--- src/rtl/noc_pkg.sv ---
// spidergon shared types
`default_nettype none

package noc_pkg;

	// largest ring this design supports
	localparam logic [4:0] MAX_NODES = 5'd16;

	localparam int NODE_ID_WIDTH = 4;
	localparam int PAYLOAD_WIDTH = 8;

	typedef logic [NODE_ID_WIDTH-1:0] node_id_t;

	// one packet is one flit
	typedef struct packed {
		node_id_t dest;
		node_id_t src;
		logic [PAYLOAD_WIDTH-1:0] payload;
	} flit_t;

	// forward half of a link, ready travels back separately
	typedef struct packed {
		logic valid;
		flit_t flit;
	} link_t;

	// port order matches the allocator input and output order
	typedef enum logic [1:0] {
		DIR_ACW,
		DIR_CW,
		DIR_ACROSS,
		DIR_LOCAL
	} port_dir_e;

	// four-phase req/ack handshake
	typedef enum logic [1:0] {
		HS_IDLE,
		HS_BUSY,
		HS_WAIT_LOW
	} hs_state_e;

endpackage

`default_nettype wire

--- src/rtl/injection_port.sv ---
// four-phase injection receiver
`default_nettype none

module injection_port #(
	parameter int NUM_NODES = 8
) (
	input logic clk,
	input logic reset,
	input logic inject_req,
	input noc_pkg::flit_t inject_flit,
	output logic inject_ack,
	output noc_pkg::link_t local_in [NUM_NODES],
	input logic [NUM_NODES-1:0] local_ready
);

	noc_pkg::hs_state_e state;
	noc_pkg::flit_t held;
	logic [NUM_NODES-1:0] target;
	logic accepted;

	// only the source node sees the packet as valid
	always_comb
	begin
		for (int n = 0; n < NUM_NODES; n++)
		begin
			target[n] = (held.src == noc_pkg::node_id_t'(n));
			local_in[n] = {(state == noc_pkg::HS_BUSY) && target[n], held};
		end
	end

	assign accepted = (state == noc_pkg::HS_BUSY) && |(target & local_ready);

	always_ff @(posedge clk)
	begin
		if (reset)
		begin
			state <= noc_pkg::HS_IDLE;
			inject_ack <= 1'b0;
		end
		else
		begin
			case (state)
				noc_pkg::HS_IDLE:
					if (inject_req)
						state <= noc_pkg::HS_BUSY;
				noc_pkg::HS_BUSY:
					if (accepted)
					begin
						inject_ack <= 1'b1;
						state <= noc_pkg::HS_WAIT_LOW;
					end
				default:
					if (!inject_req)
					begin
						inject_ack <= 1'b0;
						state <= noc_pkg::HS_IDLE;
					end
			endcase
		end
	end

	always_ff @(posedge clk)
		if (state == noc_pkg::HS_IDLE && inject_req)
			held <= inject_flit;

	// ack only answers a request that is still up
	assert property (@(posedge clk) disable iff (reset) $rose(inject_ack) |-> inject_req);

endmodule

`default_nettype wire

--- config.mk ---
export PLATFORM = sky130hd
export DESIGN_NAME = injection_port
export DESIGN_NICKNAME = d
export VERILOG_FILES = /design/src/rtl/noc_pkg.sv /design/src/rtl/injection_port.sv
export SDC_FILE = /design/constraint.sdc
export NUM_CORES = 1
export LEC_CHECK = 0
export CAP_MARGIN = 10
export CELL_PAD_IN_SITES_DETAIL_PLACEMENT = 0
export CELL_PAD_IN_SITES_GLOBAL_PLACEMENT = 1
export CORE_MARGIN = 2
export CORE_UTILIZATION = 38
export DETAILED_ROUTE_END_ITERATION = 7
export DONT_BUFFER_PORTS = 1
export GPL_TIMING_DRIVEN = 0
export PLACE_DENSITY_LB_ADDON = 0.1
export SLEW_MARGIN = 10
export SYNTH_ARGS = -nofsm -noshare
export SYNTH_HDL_FRONTEND = slang
export SYNTH_SLANG_ARGS = --single-unit
--- constraint.sdc ---
create_clock -name clk -period 2.75 [get_ports clk]
set_clock_uncertainty 0.2 [all_clocks]
set_input_delay 0.55 -clock clk [delete_from_list [all_inputs] [get_ports clk]]
set_output_delay 0.55 -clock clk [all_outputs]
set_load 0.01 [all_outputs]
# --- After elaboration in Yosys (flattened, before gate mapping) ---
# Index checks and enable logic that the tools add are counted.
# Widths: inputs -> output; s select.
totals:
  reg_bits: 19
  latchBits: 0
  mem_bits_rw: 0
  mem_bits_ro: 0
  output_inout_bits: 137
  wordCells: 41
  n_memories: 0
classes:
  addsub: 0
  multipliers: 0
  n_div: 0
  magnitude_cmp: 0
  eq_ne: 12
  n_shift: 0
  mux: 7
  bitwise_logic: 2
  reduce_logical: 15
ops:
  columns: ["operator", "count"]
  rows:
  - ["$eq 4x3->1 const B", 4]
  - ["$logic_and 1x1->1", 10]
  - ["$and 8x8->8", 1]
  - ["$eq 4x2->1 const B", 2]
  - ["$reduce_or 8->1", 1]
  - ["$mux 2", 3]
  - ["$reduce_and 3->1", 2]
  - ["$eq 4x1->1 const B", 1]
  - ["$logic_not 4->1", 1]
  - ["$ne 2x2->1 const B", 2]
  - ["$pmux 2 s2", 1]
  - ["$ne 3x1->1 const B", 1]
  - ["$eq 2x1->1 const B", 1]
  - ["$logic_not 2->1", 1]
  - ["$mux 1", 2]
  - ["$ne 2x1->1 const B", 1]
  - ["$pmux 1 s2", 1]
  - ["$not 1->1", 1]

# --- Depth between registers and ports, before layout ---
logic_depth:
  depth_word: 6
  depth_mapped: 5
  ltp_nobuf: 4

# --- Worst setup path after synthesis ---
# OpenSTA, ideal clock, no wires.
synth_path:
  kind: "in2reg"
  start: "in inject_req"
  end: "reg held, in the netlist local_in[0], enable pin"
  setup_ps: 413
  t_arrival_ps: 1790
  t_required_ps: 2137
  path_slack_ps: 348
  stages: 1
  n_path_buf: 0
  path_cell_list: "nor3b_1"
synth_via:
  elab_chain_cells: 1
synth_lines:
  columns: ["item", "line", "source"]
  rows:
  - ["start, declared", "injection_port.sv:9", "input logic inject_req,"]
  - ["$logic_and 1x1->1", "injection_port.sv:63", "if (state == noc_pkg::HS_IDLE && inject_req)"]
  - ["end signal, assigned", "injection_port.sv:64", "held <= inject_flit;"]
  - ["end, declared", "injection_port.sv:17", "noc_pkg::flit_t held;"]
# Every way passes these cells.
# A chain may end at the register's enable or synchronous reset.

==> out/results.ini <==
[routing]
drt_wl_total_mm = 3.02
top_layer_used = met4
met2WireLength_mm = 1.68
drt_pass1_iterations = 4
postRouteAntennaNets = 0
route.met3.wl_um = 343
vias = 977
met1_length_um = 982
drt_iter0_drc = 14
via_per_inst = 4.25
detail_route.wl_per_cell_um = 13.1
post-route-drc-count = 0

[grt]
grt-ovfl-total = 0
grt_max_degree = 16
gr-usage-all-layers_pct = 10.7
grt_pass1_vias = 846
grt_pass1_wl_mm = 4.25
antenna_found_initial = 0

[worst_setup_path]
ff2ff_path_depth = 5
required_ps = 2000
cp-end-kind = output pin
ff2ff_setup_slack_ps = 790
critPathMaxFanout = 15
timing_worst_setup_path_type = flip-flop to output pin
critical_path_arrival_ps = 1670
start_kind = flip-flop
rr_endpoint = state[1]
timing.rr.start = local_in[9]

[cts]
clockBufferDepth = 2
cts_sinks = 19
cts_resized = 0
cts-root-buf = clkbuf_8
numCtsBuffers = 3
insertion_delay_ps = 250
clk_pin_slew_worst_paths_ps = 70
post-cts-setup-buffer-count = 0
cts_tree = yes
holdBufCountCts = 0
htreeDepth = 1

[final_layout]
instances_no_fill = 230
synthToLayoutAreaGrowth_pct = 7.52
drive_above_1_share_pct = 67.2
diodes = 0
fin_util_pct = 43.4
post-route-cell-area_um2 = 1770
fin_nets = 208

[logic_synthesis]
synth_cells = 175
synth_area_leaders = buf_4 (51%), edfxtp_1 (29%), dfxtp_1 (3.6%)
synth.largest_area_cell = buf_4
yosys_warnings = 0
synth_most_common_cell = buf_4
synth_top_cell_area_share_pct = 51.5
syn_nets = 202
netlist_area_um2 = 1650
ys.flop_type = edfxtp_1
postSynth.asyncResetShare_pct = 0
ys_top_cells_by_count = buf_4 (113), edfxtp_1 (16), nor2_1 (10), nand2_1 (5), nand3b_1 (4)
seq_area_frac_synth_pct = 32.8
synth_edf_count = 16
syn-mean-instance-area_um2 = 9.42
ys_ff_latch = 19
ys_types = 22

[pwr]
leakage_nw = 0.837
power_density_nw_per_um2 = 519
ir_drop_uv = 229

[floorplanning]
fp.dieH_um = 69.9
start_util_pct = 40.3
ioPinCount = 164
die-area_um2 = 4880
die_w_um = 69.9
rows = 23
coreArea_um2 = 4090

[sta]
period_minus_slack_ps = 2420
worstMarginPinSlew_ps = 765
max_slew_margin_pct = 48.8
drv_slew = 0
max_freq_mhz = 414
rsz0062_at_grt = false
setup_viol = 0
hold_ws_ps = 152
setup_ws_ps = 334
hold_violations = 0
finalCritPeriodShare_pct = 87.8

[placed_design]
dpl.hpwl_mm = 2.46
place_inst = 226
io_buffers = 0
gp_congestion = 0.661
pre_cts_slack_ps = 595
placed_cell_area_um2 = 1730

[min_path]
hold_path_depth = 1
hold_path_class = input pin to flip-flop
hold_start = reset
hold_end = inject_ack

[flow_run]
cap_violations = 0

[outcome]
status = complete, no violations

through the flow:
stage                     power (mW)  setup TNS (ps)
after global routing           0.977               0
after floorplan                0.701               0
after global placement         0.737           -4220
after detailed placement       0.743               0
final                          0.919               0
after CTS                      0.940               0
layout by cell type, fill, tap and decap left out, drive strengths merged:
cell type / n
nor2: 10
or2b: 2
or3: 1
nor3b: 1
edfxtp: 16
a211oi: 2
buf: 115
nor3: 3
mux2i: 2
nand2: 5
nor4: 2
a21oi: 3
nand3b: 4
clkbuf: 4
xnor2: 1
a32o: 1
o21ai: 1
inv: 2
nand2b: 2
dfxtp: 3
cells by family (layout without fill, tap and decap cells):
logic type	count (synthesis)	after routing	share of synthesized area [%]
buffers and inverters	116	121	52.6
and+or+nand+nor	30	30	9.80
DFF	19	19	32.8
AOI/OAI and AO/OA	7	7	3.04
muxes	2	2	1.21
xor gates and xnor gates	1	1	0.532
critical path, cell delays in order (launching register included):
cell and delay, ps:
edfxtp_1 610, or3_1 490, nor3_1 320
registers in the layout (all words and copies together), names as in the netlist:
register	flops
inject_ack	1
local_in	16
state	2
cell type report:
cell class              instances  area (um2)
clock buffers                   4        45.0
flip-flops and latches         19         541
plain buffers                 114         860
well taps                      50        62.6
inverters                       2        7.51
multi-input cells              40         245
fillers                       408        2310
repair buffers                  1        11.3
report_power, final:
part,internal [mW],switching [mW]
clock network,0.103,0.0872
registers,0.344,0.0581
logic,0.178,0.149
total,0.625,0.295
per-layer routing:
metal | up-vias | GRT usage [%]
li1 | 461 | -
met2 | 77 | 21.0
met5 | - | 0
met1 | 437 | 10.4
met3 | 2 | 4.33
met4 | 0 | 1.92
how the worst max path moves through the flow:
stage,end,slack [ps],cells after the start,start
5_1_grt,local_in[135],230,2,local_in[11]
3_3_place_gp,local_in[13],-260,1,inject_req
6_report,local_in[135],330,2,local_in[10]
2_1_floorplan,local_in[0],350,1,inject_req
3_5_place_dp,local_in[135],600,2,local_in[11]
4_1_cts,local_in[135],310,2,local_in[11]
No activity file was read; power rests on OpenSTA's default activity.
