--- config.mk ---
export PLATFORM = sky130hd
export DESIGN_NAME = spidergon_node
export DESIGN_NICKNAME = d
export VERILOG_FILES = /design/src/rtl/noc_pkg.sv /design/src/rtl/flit_fifo.sv /design/src/rtl/spidergon_node.sv /design/src/rtl/switch_allocator.sv
export SDC_FILE = /design/constraint.sdc
export NUM_CORES = 1
export LEC_CHECK = 0
export ABC_AREA = 1
export BUFFER_PORTS_ARGS = -buffer_cell sky130_fd_sc_hd__buf_2
export CORE_UTILIZATION = 28
export DETAILED_ROUTE_END_ITERATION = 10
export SLEW_MARGIN = 20
export SYNTH_ARGS = -nofsm -noshare
export SYNTH_HDL_FRONTEND = slang
export SYNTH_SLANG_ARGS = --single-unit
--- constraint.sdc ---
create_clock -name clk -period 4.8 [get_ports clk]
set_input_delay 0.72 -clock clk [delete_from_list [all_inputs] [get_ports clk]]
set_output_delay 0.72 -clock clk [all_outputs]
set_load 0.01 [all_outputs]
--- src/rtl/noc_pkg.sv ---
// spidergon shared types
`default_nettype none

package noc_pkg;

	// largest ring this design supports
	localparam logic [4:0] MAX_NODES = 5'd16;

	localparam int NODE_ID_WIDTH = 4;
	localparam int PAYLOAD_WIDTH = 8;

	typedef logic [NODE_ID_WIDTH-1:0] node_id_t;

	// one packet is one flit
	typedef struct packed {
		node_id_t dest;
		node_id_t src;
		logic [PAYLOAD_WIDTH-1:0] payload;
	} flit_t;

	// forward half of a link, ready travels back separately
	typedef struct packed {
		logic valid;
		flit_t flit;
	} link_t;

	// port order matches the allocator input and output order
	typedef enum logic [1:0] {
		DIR_ACW,
		DIR_CW,
		DIR_ACROSS,
		DIR_LOCAL
	} port_dir_e;

	// four-phase req/ack handshake
	typedef enum logic [1:0] {
		HS_IDLE,
		HS_BUSY,
		HS_WAIT_LOW
	} hs_state_e;

endpackage

`default_nettype wire

--- src/rtl/flit_fifo.sv ---
// link input packet buffer
`default_nettype none

module flit_fifo #(
	parameter int NUM_NODES = 8,
	parameter int FIFO_DEPTH = 4
) (
	input logic clk,
	input logic reset,
	input logic wr_valid,
	input noc_pkg::flit_t wr_flit,
	input logic rd_pop,
	output noc_pkg::link_t rd_head,
	output logic ready,
	output logic bubble
);

	localparam int PTR_W = $clog2(FIFO_DEPTH);
	localparam int CNT_W = $clog2(FIFO_DEPTH + 1);

	noc_pkg::flit_t mem [FIFO_DEPTH];
	logic [PTR_W-1:0] wr_ptr, rd_ptr;
	logic [CNT_W-1:0] count;
	logic do_rd;

	assign do_rd = rd_pop && count != '0;
	assign ready = count < CNT_W'(FIFO_DEPTH);
	// two free slots let a packet join the ring
	assign bubble = count < CNT_W'(FIFO_DEPTH - 1);
	assign rd_head = {(count != '0), mem[rd_ptr]};

	always_ff @(posedge clk)
	begin
		if (reset)
		begin
			wr_ptr <= '0;
			rd_ptr <= '0;
			count <= '0;
		end
		else
		begin
			if (wr_valid)
				wr_ptr <= (wr_ptr == PTR_W'(FIFO_DEPTH - 1)) ? '0 : wr_ptr + 1'b1;
			if (do_rd)
				rd_ptr <= (rd_ptr == PTR_W'(FIFO_DEPTH - 1)) ? '0 : rd_ptr + 1'b1;
			if (wr_valid && !do_rd)
				count <= count + 1'b1;
			else if (!wr_valid && do_rd)
				count <= count - 1'b1;
		end
	end

	always_ff @(posedge clk)
		if (wr_valid)
			mem[wr_ptr] <= wr_flit;

	// upstream must see ready before it writes, and only ring addresses arrive
	assert property (@(posedge clk) disable iff (reset)
		wr_valid |-> ready && wr_flit.dest < NUM_NODES);

endmodule

`default_nettype wire

--- src/rtl/spidergon_node.sv ---
// spidergon router node
`default_nettype none

module spidergon_node #(
	parameter int NUM_NODES = 8,
	parameter int FIFO_DEPTH = 4,
	parameter int NODE_ID = 0
) (
	input logic clk,
	input logic reset,
	input noc_pkg::link_t in_acw, in_cw, in_across,
	output logic ready_acw, ready_cw, ready_across,
	output logic bubble_acw, bubble_cw, bubble_across,
	output noc_pkg::link_t out_acw, out_cw, out_across,
	input logic down_ready_acw, down_ready_cw, down_ready_across,
	input logic down_bubble_acw, down_bubble_cw,
	input noc_pkg::link_t local_in,
	output logic local_ready,
	output noc_pkg::link_t eject_out,
	input logic eject_ready
);

	noc_pkg::link_t arrive [3];
	noc_pkg::link_t fifo_head [3];
	noc_pkg::link_t head [4];
	noc_pkg::port_dir_e req_dir [4];
	noc_pkg::flit_t req_flit [4];
	logic [2:0] fifo_ready, fifo_bubble;
	logic [3:0] req_valid, grant, room;

	// relative distance decides the next hop
	function automatic noc_pkg::port_dir_e route(input noc_pkg::node_id_t dest);
		int rel;
		rel = (int'(dest) + NUM_NODES - NODE_ID) % NUM_NODES;
		if (rel == 0)
			return noc_pkg::DIR_LOCAL;
		else if (rel <= NUM_NODES / 4)
			return noc_pkg::DIR_CW;
		else if (rel >= 3 * NUM_NODES / 4)
			return noc_pkg::DIR_ACW;
		return noc_pkg::DIR_ACROSS;
	endfunction

	assign arrive = '{in_acw, in_cw, in_across};

	for (genvar i = 0; i < 3; i++)
	begin : g_buf
		flit_fifo #(.NUM_NODES(NUM_NODES), .FIFO_DEPTH(FIFO_DEPTH)) u_fifo (
			.clk(clk),
			.reset(reset),
			.wr_valid(arrive[i].valid && fifo_ready[i]),
			.wr_flit(arrive[i].flit),
			.rd_pop(grant[i]),
			.rd_head(fifo_head[i]),
			.ready(fifo_ready[i]),
			.bubble(fifo_bubble[i])
		);
	end

	assign {ready_across, ready_cw, ready_acw} = fifo_ready;
	assign {bubble_across, bubble_cw, bubble_acw} = fifo_bubble;
	assign local_ready = grant[noc_pkg::DIR_LOCAL];

	// an output stage has room when it is empty or drains this cycle
	assign room[noc_pkg::DIR_ACW] = !out_acw.valid || down_ready_acw;
	assign room[noc_pkg::DIR_CW] = !out_cw.valid || down_ready_cw;
	assign room[noc_pkg::DIR_ACROSS] = !out_across.valid || down_ready_across;
	assign room[noc_pkg::DIR_LOCAL] = !eject_out.valid || eject_ready;

	always_comb
	begin
		logic eligible;
		for (int i = 0; i < 3; i++)
			head[i] = fifo_head[i];
		head[3] = local_in;
		for (int i = 0; i < 4; i++)
		begin
			req_dir[i] = route(head[i].flit.dest);
			req_flit[i] = head[i].flit;
			// turning onto a ring needs two free slots, continuing needs one
			case (req_dir[i])
				noc_pkg::DIR_CW:
					eligible = room[noc_pkg::DIR_CW]
						&& (i == noc_pkg::DIR_ACW || down_bubble_cw);
				noc_pkg::DIR_ACW:
					eligible = room[noc_pkg::DIR_ACW]
						&& (i == noc_pkg::DIR_CW || down_bubble_acw);
				default:
					eligible = room[req_dir[i]];
			endcase
			req_valid[i] = head[i].valid && eligible;
		end
	end

	switch_allocator #(.NUM_NODES(NUM_NODES)) u_alloc (
		.clk(clk),
		.reset(reset),
		.req_dir(req_dir),
		.req_valid(req_valid),
		.req_flit(req_flit),
		.grant(grant),
		.out_acw(out_acw),
		.out_cw(out_cw),
		.out_across(out_across),
		.eject_out(eject_out),
		.out_hold(~room)
	);

	// traffic for this node always leaves through eject
	assert property (@(posedge clk) disable iff (reset)
		!(out_cw.valid && out_cw.flit.dest == NODE_ID)
		&& !(out_acw.valid && out_acw.flit.dest == NODE_ID)
		&& !(out_across.valid && out_across.flit.dest == NODE_ID));

endmodule

`default_nettype wire

--- src/rtl/switch_allocator.sv ---
// crossbar allocator with registered outputs
`default_nettype none

module switch_allocator #(
	parameter int NUM_NODES = 8
) (
	input logic clk,
	input logic reset,
	input noc_pkg::port_dir_e req_dir [4],
	input logic [3:0] req_valid,
	input noc_pkg::flit_t req_flit [4],
	output logic [3:0] grant,
	output noc_pkg::link_t out_acw,
	output noc_pkg::link_t out_cw,
	output noc_pkg::link_t out_across,
	output noc_pkg::link_t eject_out,
	input logic [3:0] out_hold
);

	// want[o][i] means input i asks for output o
	logic [3:0] want [4];
	logic [3:0] pick_valid;
	logic [1:0] pick [4];
	logic [1:0] rr [4];
	logic [3:0] out_valid;
	noc_pkg::flit_t out_flit [4];

	always_comb
	begin
		for (int o = 0; o < 4; o++)
			for (int i = 0; i < 4; i++)
				want[o][i] = req_valid[i] && (req_dir[i] == noc_pkg::port_dir_e'(o));
	end

	// rotating priority over the three link inputs with local injection last
	always_comb
	begin
		int idx;
		for (int o = 0; o < 4; o++)
		begin
			pick_valid[o] = want[o][3];
			pick[o] = 2'd3;
			for (int k = 2; k >= 0; k--)
			begin
				idx = (int'(rr[o]) + k) % 3;
				if (want[o][idx])
				begin
					pick_valid[o] = 1'b1;
					pick[o] = 2'(idx);
				end
			end
			if (out_hold[o])
				pick_valid[o] = 1'b0;
		end
	end

	always_comb
	begin
		grant = '0;
		for (int o = 0; o < 4; o++)
			if (pick_valid[o])
				grant[pick[o]] = 1'b1;
	end

	always_ff @(posedge clk)
	begin
		if (reset)
		begin
			out_valid <= '0;
			for (int o = 0; o < 4; o++)
				rr[o] <= '0;
		end
		else
		begin
			for (int o = 0; o < 4; o++)
				if (!out_hold[o])
				begin
					out_valid[o] <= pick_valid[o];
					if (pick_valid[o] && pick[o] != 2'd3)
						rr[o] <= (pick[o] == 2'd2) ? 2'd0 : pick[o] + 2'd1;
				end
		end
	end

	always_ff @(posedge clk)
		for (int o = 0; o < 4; o++)
			if (pick_valid[o])
				out_flit[o] <= req_flit[pick[o]];

	assign out_acw = {out_valid[noc_pkg::DIR_ACW], out_flit[noc_pkg::DIR_ACW]};
	assign out_cw = {out_valid[noc_pkg::DIR_CW], out_flit[noc_pkg::DIR_CW]};
	assign out_across = {out_valid[noc_pkg::DIR_ACROSS], out_flit[noc_pkg::DIR_ACROSS]};
	assign eject_out = {out_valid[noc_pkg::DIR_LOCAL], out_flit[noc_pkg::DIR_LOCAL]};

	for (genvar o = 0; o < 4; o++)
	begin : g_chk
		assert property (@(posedge clk) disable iff (reset) $onehot0(grant & want[o]));
		// only ring addresses sit in an output register
		assert property (@(posedge clk) disable iff (reset)
			out_valid[o] |-> out_flit[o].dest < NUM_NODES);
	end

endmodule

`default_nettype wire

==> Word level (Yosys, flattened, before mapping) <==
Memories as Yosys holds them, arrays and structs flattened. A register that Yosys moved wholly into a read port is not among the register bits.
Index checks and enable logic that the tools add are counted.
{ "word_totals": {"regBits": 25, "ramBits": 264, "inputBits": 76, "out_inout_bits": 75, "word_cells": 402, "n_memories": 5} }
{ "memory_table": {"columns": ["memory", "depth", "width", "rd", "rd_clocked_by_memory_dff", "write_ports", "line_no", "rtl"], "rows": [
  ["g_buf[0].u_fifo.mem", 4, 16, 1, 1, 1, "flit_fifo.sv:21", "noc_pkg::flit_t mem [FIFO_DEPTH];"],
  ["g_buf[1].u_fifo.mem", 4, 16, 1, 1, 1, "flit_fifo.sv:21", null],
  ["g_buf[2].u_fifo.mem", 4, 16, 1, 1, 1, "flit_fifo.sv:21", null],
  ["u_alloc.out_flit", 4, 16, 4, 0, 4, "switch_allocator.sv:26", "noc_pkg::flit_t out_flit [4];"],
  ["u_alloc.rr", 4, 2, 4, 0, 4, "switch_allocator.sv:24", "logic [1:0] rr [4];"]
]} }
{ "classes": {"addsub": 28, "div_mod_pow": 12, "magnitude_cmp": 42, "eq_ne": 26, "mux": 186, "bitwise_logic": 16, "reduce_logical": 74} }
{ "ops": {"columns": ["operator", "n"], "rows": [
  ["$lt 32x4->1 const B", 12],
  ["$mod 32x3->32 const B", 8],
  ["$bmux 16 s2", 4],
  ["$logic_not 32->1", 4],
  ["$mod 3x3->32 const B", 4],
  ["$mux 16", 8],
  ["$mux 2", 48],
  ["$mux 1", 92],
  ["$logic_and 1x1->1", 42],
  ["$eq 2x2->1 const B", 18],
  ["$bmux 1 s2", 16],
  ["$lt 2x3->1 const B", 8],
  ["$add 3x1->3 const B", 7],
  ["$add 2x1->2 const B", 10],
  ["$mux 3", 6],
  ["$ge 4x4->1 const B", 4],
  ["$le 4x3->1 const B", 4],
  ["$mux 4", 4],
  ["$add 2x1->3 const B", 4],
  ["$add 2x2->3 const B", 4],
  ["$ge 3x3->1 const B", 4],
  ["$not 2->3", 4],
  ["$or 4x4->4", 3],
  ["$reduce_or 3->1", 4],
  ["other kinds (16)", 62]
]} }

==> Longest topological paths before layout <==
Gate-level depths: netlist of the first run.
{ "logic_depth": {"depth_word": 34, "mapped_depth": 34, "depth_no_buf": 32} }

==> Cells and area by module <==
Synthesis of the first run repeated with hierarchy kept, for this count alone.
{ "unflattened": {"hier_cells": 1684, "area_unflattened_um2": 15486.1} }
{ "by_module_without_submodules": {"columns": ["mod", "n_inst", "cells_each", "area_per_inst_um2", "seq_area_each_um2"], "rows": [
  ["switch_allocator", 1, 928, 6582.6, 2242.2],
  ["flit_fifo at g_buf[1].u_fifo ...", 2, 219, 2832.7, 2102.0],
  ["flit_fifo at g_buf[0].u_fifo", 1, 219, 2835.2, 2102.0],
  ["spidergon_node", 1, 99, 402.9, 0.0]
]} }

==> Worst setup path after synthesis of the first run <==
OpenSTA, ideal clock, no wires.
{ "synth_timing": {"path_kind": "input to register", "from": "in local_in[12] in the netlist's numbering", "to": "reg g_buf[1].u_fifo.count[2]", "setup_ps": 70, "t_arrival_ps": 3798, "t_required_ps": 4730, "slack_ps": 932, "path_stages": 25, "n_path_buf": 2, "path_cell_list": "a21oi_1 -> inv_1 -> nor2_1 -> a22oi_1 -> o21ai_0 -> nand3_1 -> a21oi_1 -> nand2_1 -> nand2_1 -> a21oi_1 -> o21ai_1 -> nand2_2 -> buf_6 -> buf_6 -> ha_1 -> nand2_1 -> nand2_1 -> o21ai_2 -> ha_1 -> inv_1 -> fa_1 -> o21ai_0 -> a21o_1 -> o21ai_0 -> a21oi_1"} }
{ "synth_between": {"elab_chain_cells": 34} }
{ "synth_lines": {"columns": ["item", "line_no", "rtl"], "rows": [
  ["start: declaration", "spidergon_node.sv:17", "input noc_pkg::link_t local_in,"],
  ["$add 3x1->3 (*)", "spidergon_node.sv:34", "rel = (int'(dest) + NUM_NODES - NODE_ID) % NUM_NODES;"],
  ["$reduce_or 3->1 (no line)", null, null],
  ["$and 1x1->1 (no line)", null, null],
  ["$ge 4x4->1", "spidergon_node.sv:39", "else if (rel >= 3 * NUM_NODES / 4)"],
  ["$mux 1", "spidergon_node.sv:39", null],
  ["$mux 1", "spidergon_node.sv:37", "else if (rel <= NUM_NODES / 4)"],
  ["$mux 1", "spidergon_node.sv:35", "if (rel == 0)"],
  ["$mux 2 (*)", "spidergon_node.sv:41", "return noc_pkg::DIR_ACROSS;"],
  ["[18 not listed]", null, null],
  ["$or 4x4->4 (no line)", null, null],
  ["$mux 4", "switch_allocator.sv:61", "if (pick_valid[o])"],
  ["$or 4x4->4 (no line)", null, null],
  ["$mux 4 (*)", "switch_allocator.sv:61", null],
  ["$logic_and 1x1->1 (*)", "flit_fifo.sv:26", "assign do_rd = rd_pop && count != '0;"],
  ["$logic_not 1->1", "flit_fifo.sv:46", "if (wr_valid && !do_rd)"],
  ["$logic_and 1x1->1", "flit_fifo.sv:46", null],
  ["$mux 3 / $reduce_bool 2->1 (equally long branches)", null, null],
  ["end signal: assignment", "flit_fifo.sv:47", "count <= count + 1'b1;"],
  ["end signal: assignment", "flit_fifo.sv:49", "count <= count - 1'b1;"],
  ["end: declaration", "flit_fifo.sv:23", "logic [CNT_W-1:0] count;"]
]} }
Every way passes the cells marked *; elsewhere a longest branch is shown, timed or not. The select of a mux whose other input is x is not followed.
A chain may end at the register's enable or synchronous reset.

==> results.cfg, run 1 <==
[layout]
num_antenna_cells = 0
fin_nets = 1819
drive_gt1_share_pct = 18.78
syn_to_final_growth_pct = 19.73
design_area_um2 = 17560
fillCellCount = 5267
stdcell_count = 2405
final_util_pct = 34.09

[placed_design]
place_inst = 2340
port-buffer-count = 150
placed_cell_area_um2 = 16230
dp_hpwl_um = 32270
place_congestion = 0.9294

[drt]
totalWireLength_um = 44450
first_iter_violations = 1178
drc = 0
ant_nets = 0
vias = 11590
wl_per_cell_um = 18.48
routed_via_density = 4.821
first_pass_iters = 6

[critical_path]
path_cells = inv_2 > nand2_1 > nand3_1 > nand2_2 > nand2_1 > nand3_2 > nand2_1 > nand2_1 > nand2_1 > nor2_4 > nand2_1 > nand2_1 > nand3_1 > nand2_1 > o21ai_1 > nand2_1 > nand2_2 > inv_2 > buf_4 > ha_1 > a21oi_1 > nand2_1 > buf_2
r2r_slack_ps = 480
crit_top_cell = nand2_1
setup.worst_path.start_class = register
cp-end-kind = primary output
cpMaxStageDelayCell = dfxtp_2
critPathMaxStageDelay_ps = 400
crit_path_end = local_ready
cp.arrival_ps = 3810
path_max_fanout = 16
crit_type = register to primary output
crit_required_ps = 4080
worstRegToRegCells = 30
r2r-end = g_buf[2].u_fifo.count[2]$_SDFFE_PP0P_

[timing]
worst_pin_slew_ps = 1068
max_freq_mhz = 220.8
slew_headroom_pct = 28.74
skew_ps = 24.64
timing.hold.ws_ps = 375.0
setup_viol = 0
final_max_slew_viol_count = 0
hold_viol = 0
period_minus_slack_ps = 4529
timing.final.crit_share_pct = 94.35

[grt]
grt_pass1_wl_um = 66090
antenna_found_initial = 6
grt_overflow = 0
grt_use_total_pct = 16.62
grt_max_degree = 34
first_global_vias = 10860

[die]
die_h_um = 230.9
die_w_um = 230.9
start_util_pct = 28.47
rows = 83
fp.dieArea_um2 = 53300
core_um2 = 51510
io_pins = 151

[yosys]
synth_nets = 1654
synth_most_common_cell = nand2_1
yosys.area.top_type = edfxtp_1
synth_commonest_cells = 502 x nand2_1, 264 x edfxtp_1, 125 x inv_1
yosys_warnings = 0
synth.cell_area_um2 = 14670
synth_edf_count = 264
synth.distinct_cells = 38
synth_ff_type = edfxtp_1
syn_avg_cell_area_um2 = 9.567
ys_seq_area_share_pct = 58.28
synthCells = 1533
yosys-top-cells-area = edfxtp_1 54%, nand2_1 13%, dfxtp_1 4.2%
ys_seq_elements = 295
synthArstFlopShare_pct = 0
synthDominantCellAreaShare_pct = 54.05

[clock_tree]
worstSkewPairLatency_ps = 560
clk_pin_slew_ps = 60
tritoncts = built
clock_path_buffers = 3
cts_root_buffer = clkbuf_16
hold_buffers = 0
cts_max_level = 2
cts_sinks = 295
cts_made_buffers = 36

[outcome]
status = completed

[job]
maxCapViolations = 0

[hold_path]
hold_class = input port to register
worstHoldStart = in_across[9]
layout make-up:
type / count / area, um^2 / share of cell area, %
Timing Repair Buffer: 188 / 1047 / 5.964
Tap cell: 680 / 850.8 / 4.845
Clock inverter: 21 / 340.3 / 1.938
Inverter: 140 / 525.5 / 2.993
Clock buffer: 44 / 940.9 / 5.358
Sequential cell: 295 / 8553 / 48.71
Multi-Input combinational cell: 1037 / 5303 / 30.20
how the worst min path moves through the flow:
stage	slack (ps)	depth (start not counted)	end
2_1_floorplan	470	2	g_buf[0].u_fifo.count[1]$_SDFFE_PP0P_
3_3_place_gp	490	2	g_buf[0].u_fifo.count[1]$_SDFFE_PP0P_
3_5_place_dp	500	2	g_buf[0].u_fifo.count[1]$_SDFFE_PP0P_
4_1_cts	350	1	g_buf[2].u_fifo.mem[2][14]$_DFFE_PP_
5_1_grt	360	1	g_buf[2].u_fifo.mem[2][9]$_DFFE_PP_
6_report	380	1	g_buf[2].u_fifo.mem[2][9]$_DFFE_PP_
per-stage QoR:
| step | TNS (ps) | setup WS [ps] |
|---|---|---|
| after floorplan | 0 | 931.9 |
| after global placement | 0 | 333.8 |
| after detailed placement | 0 | 231.2 |
| after CTS | 0 | 20.47 |
| after global routing | -1.215 | -1.215 |
| final | 0 | 271.0 |
routing by layer:
layer | track usage (%) | vias up | wire, um
met5 | 0 | - | 61
met4 | 6.705 | 10 | 1538
met3 | 3.434 | 77 | 2905
met2 | 27.44 | 394 | 21060
met1 | 21.14 | 5525 | 18880
li1 | - | 5588 | -
cell families after synthesis:
family                     after synthesis  share of synthesized area (%)
and+or+nand+nor                        737                          20.64
adders and majority gates               45                          3.992
buffers and inverters                  201                          6.014
xor gates and xnor gates                 1                        0.05973
AOI/OAI and AO/OA                      254                          11.01
DFF                                    295                          58.28
cell usage in the layout (no fill, tap or decap), types with 4 or more instances in the layout:
cell	netlist	routed
o211ai_2	8	8
buf_4	11	36
edfxtp_1	264	264
nand2_1	502	496
nand2_2	14	19
clkbuf_1	19	7
inv_1	125	125
o21ai_1	39	38
nor2_1	86	74
buf_2	21	150
nand4_1	4	4
dfxtp_1	31	27
nand3_2	6	6
nor3_1	5	5
bufinv_16	0	7
o211ai_1	28	28
nor2_2	3	14
clkinv_2	0	4
o21ai_0	47	47
clkbuf_16	0	36
a32o_1	26	26
a21oi_1	80	80
nand3_1	111	111
a32oi_1	13	13
ha_1	42	42
dfxtp_2	0	4
inv_2	15	15
timing repair:
item,CTS,global route
buffers inserted,0,0
gates resized for setup,4,13
gates cloned,0,0
setup endpoints to repair,1,3
registers in the layout, summed over array words and instances, names as in the netlist, named ones only:
| name | flops |
|---|---|
| g_buf.u_fifo.rd_ptr | 6 |
| g_buf.u_fifo.wr_ptr | 6 |
| g_buf.u_fifo.count | 9 |
| u_alloc.rr | 8 |
| g_buf.u_fifo.mem | 192 |
| u_alloc.out_valid | 4 |
| u_alloc.out_flit | 64 |
worst max-delay path, delay by kind of cell, from the launching register on:
kind	cells	cell delay, ps
and+or+nand+nor	16	1860
DFF	1	400
buffers and inverters	4	620
AOI/OAI and AO/OA	2	150
adders and majority gates	1	240
Power of run 1 is left out: the tool's default activity adds up to more than one toggle a clock period on the data nets, which glitch-free logic cannot reach.
==> run 2, diff against run 1 <==
CORE_UTILIZATION = 45   (was 28)
REMOVE_ABC_BUFFERS = 1   (was not set)
clock period = 5.1 ns   (was 4.8 ns; I/O delays follow)
==> run 2 against run 1 <==
Sequential share of layout area up 1.3 points. Worst hold slack improved by 89 ps. Final area is 2.7% lower. Die area fell by 37%. Non-clock buffer count increased by 6. Wire length decreased by 8.6%. First-iteration DRC count down 28%. Flip-flop and latch count unchanged. Register-to-register slack better by 90 ps. Largest cell class unchanged.
==> results.cfg, run 2 (same netlist as run 1, synthesis figures left out) <==
[outcome]
status = completed

[timing]
slew_headroom_pct = 33.64
max_freq_mhz = 207.3
hold_viol = 0
setup_viol = 0
final_max_slew_viol_count = 0
worst_pin_slew_ps = 994.3
rsz0062_at_grt = false
setup_tns_ps = 0
layout_setup_ws_ps = 277.1
skew_ps = 19.35
period_minus_slack_ps = 4823
timing.final.crit_share_pct = 94.57

[placed_design]
port-buffer-count = 150
dp_hpwl_um = 28860
place_congestion = 0.9471
place_inst = 2099
pre_cts_ws_ps = 253.2

[hold_path]
worstHoldPathCells = 1
hold_class = input port to register
worstHoldStart = in_across[1]

[critical_path]
crit_required_ps = 4340
setup.worst_path.start_class = register
cp-end-kind = primary output
path_delay_family = simple AND/OR/NAND/NOR gates
crit_type = register to primary output
cp.arrival_ps = 4060
crit_top_cell = nand2_1
path_cells = clkinvlp_4 > buf_4 > nand3_1 > nand2_2 > nor2_2 > nand2_1 > nand3_1 > nor2_1 > nor2_2 > nand2_1 > nand2_1 > nand3_1 > nand2_1 > nor2_1 > o21ai_2 > buf_4 > ha_1 > a21oi_1 > nand2_1 > buf_2
path_max_fanout = 30
cp_num_cells = 20
critPathMaxStageDelay_ps = 450
crit_buf_inv = 4
cpMaxStageDelayCell = dfxtp_1
worstRegToRegCells = 32

[drt]
vias = 11640
drc = 0
ant_nets = 0
first_pass_iters = 5
first_iter_violations = 844
routed_via_density = 5.378
wl_per_cell_um = 18.76
totalWireLength_um = 40610

[layout]
final_cell_mix = 500 x nand2_1, 264 x edfxtp_1, 150 x buf_2
drive_gt1_share_pct = 18.01
reg_top3 = g_buf.u_fifo.mem: 192 flops, u_alloc.out_flit: 64 flops, g_buf.u_fifo.count: 9 flops
syn_to_final_growth_pct = 16.46
largest_reg_flops = 192
final_common_cell = nand2_1
regMostFlops = g_buf.u_fifo.mem
stdcell_count = 2164
final_util_pct = 53.72
fin_nets = 1823

[die]
rows = 65
die_h_um = 182.5
start_util_pct = 46.12
core_um2 = 31800
fp.dieArea_um2 = 33320
io_pins = 151
die_w_um = 182.5

[clock_tree]
cts_sinks = 295
tritoncts = built
cts_made_buffers = 34
clk_pin_slew_ps = 60
clock_path_buffers = 3
worstSkewPairLatency_ps = 520
hold_buffers = 0
cts_root_buffer = clkbuf_16
cts_max_level = 2

[grt]
grt_use_total_pct = 24.01
antenna_found_initial = 3
grt_max_degree = 31
grt_overflow = 0
first_global_vias = 10340
grt_pass1_wl_um = 60110

[job]
maxCapViolations = 0
[run 2: area by class of cell]
type | instances | area, um^2
Clock buffer | 43 | 904.6
Antenna cell | 2 | 5.005
Timing Repair Buffer | 194 | 1081
Fill cell | 2872 | 14720
Clock inverter | 18 | 196.4
Tap cell | 435 | 544.3
Multi-Input combinational cell | 1037 | 5270
Inverter | 140 | 530.5
Sequential cell | 295 | 8549
[run 2: final timing paths]
check | slack, ps | to
worst max-delay path | 280 | local_ready
worst min register to register | 510 | g_buf[0].u_fifo.count[1]$_SDFFE_PP0P_
worst max register to register | 570 | g_buf[2].u_fifo.count[2]$_SDFFE_PP0P_
worst min-delay path | 460 | g_buf[2].u_fifo.mem[0][1]$_DFFE_PP_
[run 2: routing by layer]
layer  share of wire (%)  GRT usage, %  up-vias
li1                    -             -     5597
met3                 6.4         3.472       77
met2                  45         37.28      427
met4                 3.3         8.840        2
met1                  45         34.18     5536
met5               0.020             0        -
[run 2: timing repair]
item	CTS	global route
setup buffers	0	2
endpoints found under the setup margin	0	2
gates resized for setup	0	6
[run 2: through the flow]
stage	hold WS (ps)	instance area (um^2)
3_3_place_gp	488.6	15940
4_1_cts	449.1	17050
6_report	464.2	17080
2_1_floorplan	471.9	14310
3_5_place_dp	500.6	15940
5_1_grt	449.8	17080
[run 2: worst reg2reg max path, delay by kind of cell, from the launching register on]
kind	cells	cell delay, ps
AND/OR/NAND/NOR	19	2150
adder cells (fa/ha/maj)	3	750
AO/OA/AOI/OAI	6	720
buffers and inverters	4	500
flip-flops	1	340
Power of run 2 is left out for the same reason.
